--- config.mk ---
export PLATFORM = sky130hd
export DESIGN_NAME = refill_top
export DESIGN_NICKNAME = d
export VERILOG_FILES = /design/src/hdl/refill_pkg.sv /design/src/hdl/bank_lane.sv /design/src/hdl/burst_sequencer.sv /design/src/hdl/line_assembler.sv /design/src/hdl/refill_top.sv
export SDC_FILE = /design/constraint.sdc
export NUM_CORES = 1
export LEC_CHECK = 0
export BUFFER_PORTS_ARGS = -buffer_cell sky130_fd_sc_hd__buf_2
export CORE_AREA = 2 2 100 102
export CTS_BUF_LIST = sky130_fd_sc_hd__clkbuf_8 sky130_fd_sc_hd__clkbuf_16
export CTS_CLUSTER_DIAMETER = 100
export CTS_CLUSTER_SIZE = 30
export DETAILED_ROUTE_END_ITERATION = 10
export DIE_AREA = 0 0 102 104
export SLEW_MARGIN = 5
export SYNTH_ARGS = -nofsm -noshare
export SYNTH_HDL_FRONTEND = slang
export SYNTH_SLANG_ARGS = --single-unit
--- constraint.sdc ---
create_clock -name clk -period 2.28 [get_ports clk]
set_input_delay 0.456 -clock clk [delete_from_list [all_inputs] [get_ports clk]]
set_output_delay 0.456 -clock clk [all_outputs]
set_load 0.005 [all_outputs]
--- src/hdl/refill_pkg.sv ---
// ==========================================================================
// Shared widths, burst constants and AHB encodings
// ==========================================================================

package refill_pkg;

	// Bus widths
	localparam int ADDR_W = 32;
	localparam int DATA_W = 32;

	// Two banks side by side, each one serving half of the line
	localparam int NUM_BANKS = 2;

	// One line refill is a single eight-beat burst
	localparam int BURST_LEN = 8;
	localparam int BEAT_IDX_W = 3;

	// Line identity sits above the bank bit
	// 2 byte bits + 3 word bits + 1 bank bit below it
	localparam int LINE_BASE_W = ADDR_W - 6;

	// ======================================================================
	// AHB attribute codes
	// ======================================================================

	// Eight-beat wrapping burst
	localparam logic [2:0] HBURST_WRAP8 = 3'b100;

	// 32-bit transfer
	localparam logic [2:0] HSIZE_WORD = 3'b010;

	// Transfer type, standard 2-bit encoding
	// BUSY exists for completeness only
	typedef enum logic [1:0] {
		IDLE   = 2'b00,
		BUSY   = 2'b01,
		NONSEQ = 2'b10,
		SEQ    = 2'b11
	} htrans_t;

endpackage : refill_pkg

--- src/hdl/bank_lane.sv ---
`timescale 1ns/10ps

// ==========================================================================
// Bank lane
// Address phase and data-phase tracking for one AHB bank
// ==========================================================================

module bank_lane import refill_pkg::*; #(
	parameter int BANK_ID = 0
) (
	input  logic                   clk,
	input  logic                   rst_n,
	// From the sequencer
	input  logic [LINE_BASE_W-1:0] i_line_base,
	input  logic [BEAT_IDX_W-1:0]  i_word_idx,
	input  htrans_t                i_htrans,
	// AHB slave side
	input  logic                   i_hready,
	input  logic                   i_hresp,
	input  logic [DATA_W-1:0]      i_hrdata,
	// AHB master side
	output logic [ADDR_W-1:0]      o_haddr,
	output htrans_t                o_htrans,
	output logic [2:0]             o_hburst,
	output logic [2:0]             o_hsize,
	output logic                   o_hwrite,
	// Data-phase result
	output logic                   o_beat_valid,
	output logic [BEAT_IDX_W-1:0]  o_beat_idx,
	output logic                   o_beat_err,
	output logic [DATA_W-1:0]      o_beat_data
);

	// Bank bit of this lane
	localparam logic BANK_BIT = 1'(BANK_ID);

	logic dp_valid_q;
	logic [BEAT_IDX_W-1:0] dp_idx_q;
	logic addr_valid;

	// ======================================================================
	// Address phase
	// ======================================================================
	// line base | bank | word | byte
	assign o_haddr = {i_line_base, BANK_BIT, i_word_idx, 2'b00};
	assign o_htrans = i_htrans;
	assign o_hburst = HBURST_WRAP8;
	assign o_hsize = HSIZE_WORD;
	// Refill only reads
	assign o_hwrite = 1'b0;

	assign addr_valid = (i_htrans == NONSEQ) || (i_htrans == SEQ);

	// ======================================================================
	// Data phase
	// ======================================================================
	// hready high moves the pipeline one step, low freezes it
	always_ff @(posedge clk or negedge rst_n) begin
		if (!rst_n) begin
			dp_valid_q <= 1'b0;
			dp_idx_q <= '0;
		end else if (i_hready) begin
			dp_valid_q <= addr_valid;
			if (addr_valid)
				dp_idx_q <= i_word_idx;
		end
	end

	// Completes at this edge
	assign o_beat_valid = dp_valid_q && i_hready;
	assign o_beat_err = dp_valid_q && i_hready && i_hresp;
	assign o_beat_idx = dp_idx_q;
	assign o_beat_data = i_hrdata;

	// Pending index frozen during wait states
	a_idx_on_ready: assert property (
		@(posedge clk) disable iff (!rst_n)
		$changed(dp_idx_q) |-> $past(i_hready)
	) else $error("bank_lane %0d: data-phase index moved while stalled", BANK_ID);

endmodule : bank_lane

--- src/hdl/burst_sequencer.sv ---
`timescale 1ns/10ps

// ==========================================================================
// Burst sequencer
// Transfer state, beat count and wrapping word index of one refill
// ==========================================================================

module burst_sequencer import refill_pkg::*; (
	input  logic                   clk,
	input  logic                   rst_n,
	// Refill request
	input  logic                   i_req,
	input  logic [ADDR_W-1:0]      i_addr,
	output logic                   o_busy,
	// From the assembler
	input  logic                   i_beat_accept,
	input  logic                   i_burst_abort,
	// To every lane
	output logic [LINE_BASE_W-1:0] o_line_base,
	output logic [BEAT_IDX_W-1:0]  o_word_idx,
	output htrans_t                o_htrans
);

	htrans_t state_q;
	htrans_t state_d;
	// Last address out, final data phase still pending
	logic drain_q;
	logic drain_d;
	logic [BEAT_IDX_W-1:0] beat_cnt_q;
	logic [LINE_BASE_W-1:0] line_base_q;
	logic [BEAT_IDX_W-1:0] word_idx_q;
	logic addr_phase;
	logic take_req;
	logic last_beat;

	// Address phase on the bus
	assign addr_phase = (state_q == NONSEQ) || (state_q == SEQ);

	// New refill only from a fully quiet sequencer
	assign take_req = (state_q == IDLE) && !drain_q && i_req;

	assign last_beat = (beat_cnt_q == BEAT_IDX_W'(BURST_LEN - 1));

	// ======================================================================
	// Next state
	// ======================================================================
	always_comb begin
		state_d = state_q;
		drain_d = drain_q;
		case (state_q)
			IDLE: begin
				if (drain_q) begin
					// Final data phase done, or bus fault on it
					if (i_beat_accept || i_burst_abort)
						drain_d = 1'b0;
				end else if (i_req) begin
					state_d = NONSEQ;
				end
			end
			NONSEQ, SEQ: begin
				if (i_burst_abort) begin
					// Drop the rest of the line
					state_d = IDLE;
				end else if (i_beat_accept) begin
					if (last_beat) begin
						state_d = IDLE;
						drain_d = 1'b1;
					end else begin
						state_d = SEQ;
					end
				end
			end
			// BUSY is never issued
			default: state_d = IDLE;
		endcase
	end

	always_ff @(posedge clk or negedge rst_n) begin
		if (!rst_n) begin
			state_q <= IDLE;
			drain_q <= 1'b0;
			beat_cnt_q <= '0;
		end else begin
			state_q <= state_d;
			drain_q <= drain_d;
			if (take_req)
				beat_cnt_q <= '0;
			else if (addr_phase && i_beat_accept)
				beat_cnt_q <= beat_cnt_q + 1'b1;
		end
	end

	// Line base and wrapping index
	always_ff @(posedge clk) begin
		if (take_req) begin
			line_base_q <= i_addr[ADDR_W-1:6];
			word_idx_q <= i_addr[4:2];
		end else if (addr_phase && i_beat_accept) begin
			// Natural overflow gives the WRAP8 order
			word_idx_q <= word_idx_q + 1'b1;
		end
	end

	assign o_htrans = state_q;
	assign o_line_base = line_base_q;
	assign o_word_idx = word_idx_q;
	assign o_busy = (state_q != IDLE) || drain_q;

	// ======================================================================
	// Checks
	// ======================================================================
	a_no_busy_trans: assert property (
		@(posedge clk) disable iff (!rst_n) o_htrans != BUSY
	) else $error("burst_sequencer: BUSY transfer issued");

	// Stalled address keeps its index
	a_idx_hold: assert property (
		@(posedge clk) disable iff (!rst_n)
		(addr_phase && !i_beat_accept) |=> $stable(o_word_idx)
	) else $error("burst_sequencer: word index moved without accept");

endmodule : burst_sequencer

--- src/hdl/line_assembler.sv ---
`timescale 1ns/10ps

// ==========================================================================
// Line assembler
// Joins the lane results into cache updates and bus errors
// ==========================================================================

module line_assembler import refill_pkg::*; (
	input  logic                  clk,
	input  logic                  rst_n,
	// Lane results
	input  logic                  i_beat_valid [NUM_BANKS],
	input  logic                  i_beat_err [NUM_BANKS],
	input  logic [BEAT_IDX_W-1:0] i_beat_idx [NUM_BANKS],
	input  logic [DATA_W-1:0]     i_beat_data [NUM_BANKS],
	input  logic                  i_hready [NUM_BANKS],
	// Refill in progress
	input  logic                  i_active,
	// Back to the sequencer
	output logic                  o_beat_accept,
	output logic                  o_burst_abort,
	// Cache update
	output logic                  o_upd_valid,
	output logic [BEAT_IDX_W-1:0] o_upd_idx,
	output logic [DATA_W-1:0]     o_upd_word0,
	output logic [DATA_W-1:0]     o_upd_word1,
	output logic                  o_bus_err
);

	logic all_ready;
	logic any_ready;
	logic any_err;
	logic all_valid;
	logic same_idx;
	logic mismatch;

	// Reduce over banks
	always_comb begin
		all_ready = 1'b1;
		any_ready = 1'b0;
		any_err = 1'b0;
		all_valid = 1'b1;
		same_idx = 1'b1;
		for (int b = 0; b < NUM_BANKS; b++) begin
			all_ready &= i_hready[b];
			any_ready |= i_hready[b];
			any_err |= i_beat_err[b];
			all_valid &= i_beat_valid[b];
			if (i_beat_idx[b] != i_beat_idx[0])
				same_idx = 1'b0;
		end
	end

	// Banks out of step
	assign mismatch = any_ready && !all_ready;

	assign o_beat_accept = all_ready && !any_err;
	assign o_burst_abort = i_active && (mismatch || any_err);
	assign o_bus_err = o_burst_abort;

	// Both halves of the same word pair
	assign o_upd_valid = i_active && all_valid && same_idx && o_beat_accept;
	assign o_upd_idx = i_beat_idx[0];
	// Bank 0 lower half-line, bank 1 upper
	assign o_upd_word0 = i_beat_data[0];
	assign o_upd_word1 = i_beat_data[1];

	// Lanes must stay in lockstep
	a_lane_lockstep: assert property (
		@(posedge clk) disable iff (!rst_n)
		(i_active && all_valid) |-> same_idx
	) else $error("line_assembler: lanes valid with different indices");

endmodule : line_assembler

--- src/hdl/refill_top.sv ---
`timescale 1ns/10ps

// ==========================================================================
// Instruction-cache refill master on two AHB banks
// ==========================================================================

module refill_top import refill_pkg::*; (
	input  logic                  clk,
	input  logic                  rst_n,
	// Refill request
	input  logic                  i_req,
	input  logic [ADDR_W-1:0]     i_addr,
	output logic                  o_busy,
	// AHB banks
	input  logic                  i_hready [NUM_BANKS],
	input  logic                  i_hresp [NUM_BANKS],
	input  logic [DATA_W-1:0]     i_hrdata [NUM_BANKS],
	output logic [ADDR_W-1:0]     o_haddr [NUM_BANKS],
	output htrans_t               o_htrans [NUM_BANKS],
	output logic [2:0]            o_hburst [NUM_BANKS],
	output logic [2:0]            o_hsize [NUM_BANKS],
	output logic                  o_hwrite [NUM_BANKS],
	// Cache update
	output logic                  o_upd_valid,
	output logic [BEAT_IDX_W-1:0] o_upd_idx,
	output logic [DATA_W-1:0]     o_upd_word0,
	output logic [DATA_W-1:0]     o_upd_word1,
	output logic                  o_bus_err
);

	// Sequencer to lanes
	logic [LINE_BASE_W-1:0] line_base;
	logic [BEAT_IDX_W-1:0] word_idx;
	htrans_t htrans;
	// Lanes to assembler
	logic beat_valid [NUM_BANKS];
	logic beat_err [NUM_BANKS];
	logic [BEAT_IDX_W-1:0] beat_idx [NUM_BANKS];
	logic [DATA_W-1:0] beat_data [NUM_BANKS];
	// Assembler to sequencer
	logic beat_accept;
	logic burst_abort;

	burst_sequencer i_burst_sequencer (
		.clk           (clk),
		.rst_n         (rst_n),
		.i_req         (i_req),
		.i_addr        (i_addr),
		.o_busy        (o_busy),
		.i_beat_accept (beat_accept),
		.i_burst_abort (burst_abort),
		.o_line_base   (line_base),
		.o_word_idx    (word_idx),
		.o_htrans      (htrans)
	);

	// One lane per bank
	for (genvar b = 0; b < NUM_BANKS; b++) begin : g_lane
		bank_lane #(
			.BANK_ID (b)
		) i_bank_lane (
			.clk          (clk),
			.rst_n        (rst_n),
			.i_line_base  (line_base),
			.i_word_idx   (word_idx),
			.i_htrans     (htrans),
			.i_hready     (i_hready[b]),
			.i_hresp      (i_hresp[b]),
			.i_hrdata     (i_hrdata[b]),
			.o_haddr      (o_haddr[b]),
			.o_htrans     (o_htrans[b]),
			.o_hburst     (o_hburst[b]),
			.o_hsize      (o_hsize[b]),
			.o_hwrite     (o_hwrite[b]),
			.o_beat_valid (beat_valid[b]),
			.o_beat_idx   (beat_idx[b]),
			.o_beat_err   (beat_err[b]),
			.o_beat_data  (beat_data[b])
		);
	end

	line_assembler i_line_assembler (
		.clk           (clk),
		.rst_n         (rst_n),
		.i_beat_valid  (beat_valid),
		.i_beat_err    (beat_err),
		.i_beat_idx    (beat_idx),
		.i_beat_data   (beat_data),
		.i_hready      (i_hready),
		.i_active      (o_busy),
		.o_beat_accept (beat_accept),
		.o_burst_abort (burst_abort),
		.o_upd_valid   (o_upd_valid),
		.o_upd_idx     (o_upd_idx),
		.o_upd_word0   (o_upd_word0),
		.o_upd_word1   (o_upd_word1),
		.o_bus_err     (o_bus_err)
	);

endmodule : refill_top

==> impl_metrics.tcl <==
set metrics [dict create \
    wire_per_inst_um 12.54 \
    drive_gt1_share_pct 53.02 \
    crit_arrival_ns 1.62 \
    final_core_util_pct 26.11 \
    cts_buffer_depth 2 \
    crit_end "o_upd_valid" \
    power_density_mw_per_mm2 870.0 \
    cts_tree "done" \
    hold_viol 0 \
    dieHeight_um 104 \
    rsz0062_at_grt "no" \
    clock_sinks 43 \
    maxCapViolCount 0 \
    syn_inst 222 \
    routabilityCongestion 0.7202 \
    synthDistinctLibCells 27 \
    via_per_inst 3.775 \
    critical_path_class "flip-flop to primary output" \
    grt_usage_pct 8.156 \
    outcome "finished, final reports clean" \
    path_max_fanout 10 \
    rrSetupSlack_ns 0.61 \
    drcViolationCount 0 \
    drt_iter0_drc 19 \
    totalWireLength_um 4576 \
    place_worst_setup_slack_ns 0.3577 \
    worstSetupStartpointType "flip-flop" \
    fin_setup_tns_ns 0 \
    cts.clk_slew.worst_paths_ns 0.08 \
    dieArea_sq_mm 0.01061 \
    ys_seq_area_share_pct 47.89 \
    cts_root_buf "clkbuf_8" \
    crit_path_start "i_burst_sequencer.o_htrans[1]" \
    multi_input_area_sq_um 460.4 \
    fp.dieW_um 102 \
    r2r_start "i_burst_sequencer.o_htrans[1]" \
    clock_skew_ns 0.005282 \
    clk_latency_ns 0.29 \
    cts_hold_buf 0 \
    slew_violations 0 \
    antenna_found_initial 0 \
    rr_endpoint "i_burst_sequencer.o_word_idx[2]" \
    required_ns 1.82 \
    grt_pass1_vias 1270 \
    fmax_mhz 480.7 \
    fin_crit_ns 2.080 \
    grt_pass1_wl_um 6658 \
    grt_overflow 0 \
    syn_area_sq_mm 0.002550 \
    fin_cells 365 \
    leakagePower_uw 0.001167 \
    seqCellArea_sq_mm 0.001221 \
    vias 1378 \
    rows 36 \
    grt_max_degree 30 \
    post-route-period-util_pct 91.24 \
    area_growth_pct -2.208 \
    ir_drop_mv 0.2120 \
    fin_ws_ns 0.1997 \
    fin_nets 338 \
    initial_core_util_pct 26.70 \
    dp.cells 357 \
    insertedDiodeCount 0 \
    dr.pass1.iters 4 \
    synth_warnings 0 \
    dp_hpwl_um 3577 \
    cts_resized 0 \
    cts_made_buffers 5 \
    h-tree-depth 2 \
    worstRegToRegCells 3 \
    synth-seq-cells 43 \
    setup_viol 0 \
    io_pins 255 \
    postCtsSetupBuffers 0 \
    hp-class "input port to async pin" \
    port-buffer-count 103 \
    ant_nets 0 \
    syn_area_per_cell_sq_um 11.49 \
    cp-end-kind "primary output" \
    final_common_cell "buf_2" \
    layout_common_cells "buf_2 (103), edfxtp_1 (29), conb_1 (20)" \
    n_fill_cell 1013 \
    core_sq_mm 0.009549 \
]
[critical path: stages, from the launching register on]
cell     delay [ns]
dfrtp_1        0.49
or3_2          0.54
nor4b_1        0.17
buf_2          0.12
[where the power goes]
part	internal (uW)	total (uW)	leakage, uW	switching (uW)
logic	282	547	0.000664	266
clock network	240	496	0.0000524	256
registers	1010	1130	0.000451	114
[worst min-delay path by stage]
stage	cells past startpoint	slack, ns	endpoint
after floorplan	0	0.16	g_lane[0].i_bank_lane.dp_valid_q
after global placement	1	0.37	i_burst_sequencer.beat_cnt_q[1]
after detailed placement	1	0.38	i_burst_sequencer.beat_cnt_q[0]
after CTS	1	0.04	i_burst_sequencer.beat_cnt_q[1]
after global routing	1	0.05	i_burst_sequencer.beat_cnt_q[1]
final	1	0.04	i_burst_sequencer.beat_cnt_q[1]
[per-layer routing]
layer  track usage [%]  vias to the layer above  wire [um]  share of wire (%)
met5                 0                        -          0                  0
met4             2.952                        0         64                1.4
met3             4.032                       10        509                 11
met2             14.14                      106       2317                 51
met1             8.344                      651       1684                 37
li1                  -                      611          -                  -
[Yosys cell counts]
master	instances	area [sq um]
dfrtp_1	14	350.3
a311oi_1	1	8.760
o21a_1	1	7.510
inv_1	6	22.52
or4b_4	1	13.76
nor2_1	1	3.750
o21ai_0	2	10.01
buf_4	118	885.9
clkinv_8	1	16.27
conb_1	2	7.510
or3_2	1	7.510
nand4_1	2	12.51
edfxtp_1	29	870.8
nand2_1	12	45.04
nand2_2	1	6.260
buf_6	1	11.26
o21ai_2	1	8.760
ha_1	4	50.05
o31ai_1	1	7.510
xnor2_1	4	35.03
a21oi_2	1	8.760
mux2i_1	4	40.04
nor2_2	1	6.260
nand3_1	4	20.02
o32ai_1	1	8.760
mux2_2	6	67.56
nor4b_1	2	17.52
[registers in the layout, summed over array words and instances (netlist names)]
register,count
g_lane.i_bank_lane.dp_valid_q,2
g_lane.i_bank_lane.o_beat_idx,6
i_burst_sequencer.beat_cnt_q,3
i_burst_sequencer.drain_q,1
i_burst_sequencer.o_htrans,2
i_burst_sequencer.o_line_base,26
i_burst_sequencer.o_word_idx,3
[area by class of cell]
type,instances,share of cell area (%)
Clock buffer,6,3.312
Clock inverter,2,0.3512
Inverter,7,1.555
Multi-Input combinational cell,71,18.46
Sequential cell,43,48.97
Tap cell,133,6.673
Timing Repair Buffer,103,20.67
[per-stage QoR]
stage / total power (uW) / hold WS, ns / cell area (sq um)
after global routing: 2332 / 0.04876 / 2494
after global placement: 1699 / 0.3683 / 2402
after floorplan: 1667 / 0.1604 / 2618
after detailed placement: 1710 / 0.3753 / 2402
after CTS: 2230 / 0.04228 / 2494
final: 2170 / 0.04340 / 2494
[logic make-up (layout without fill, tap and decap cells)]
| kind of cell | count (synthesis) | after routing | share of synthesized area (%) |
|---|---|---|---|
| AOI/OAI and AO/OA | 8 | 8 | 2.356 |
| DFF | 43 | 43 | 47.89 |
| and+or+nand+nor | 25 | 25 | 5.201 |
| other | 2 | 20 | 0.2945 |
| xor gates and xnor gates | 4 | 4 | 1.374 |
| muxes | 10 | 10 | 4.220 |
| buffers and inverters | 126 | 118 | 36.70 |
| adders and majority gates | 4 | 4 | 1.963 |
Note: power is estimated with default switching activity, not from simulation.
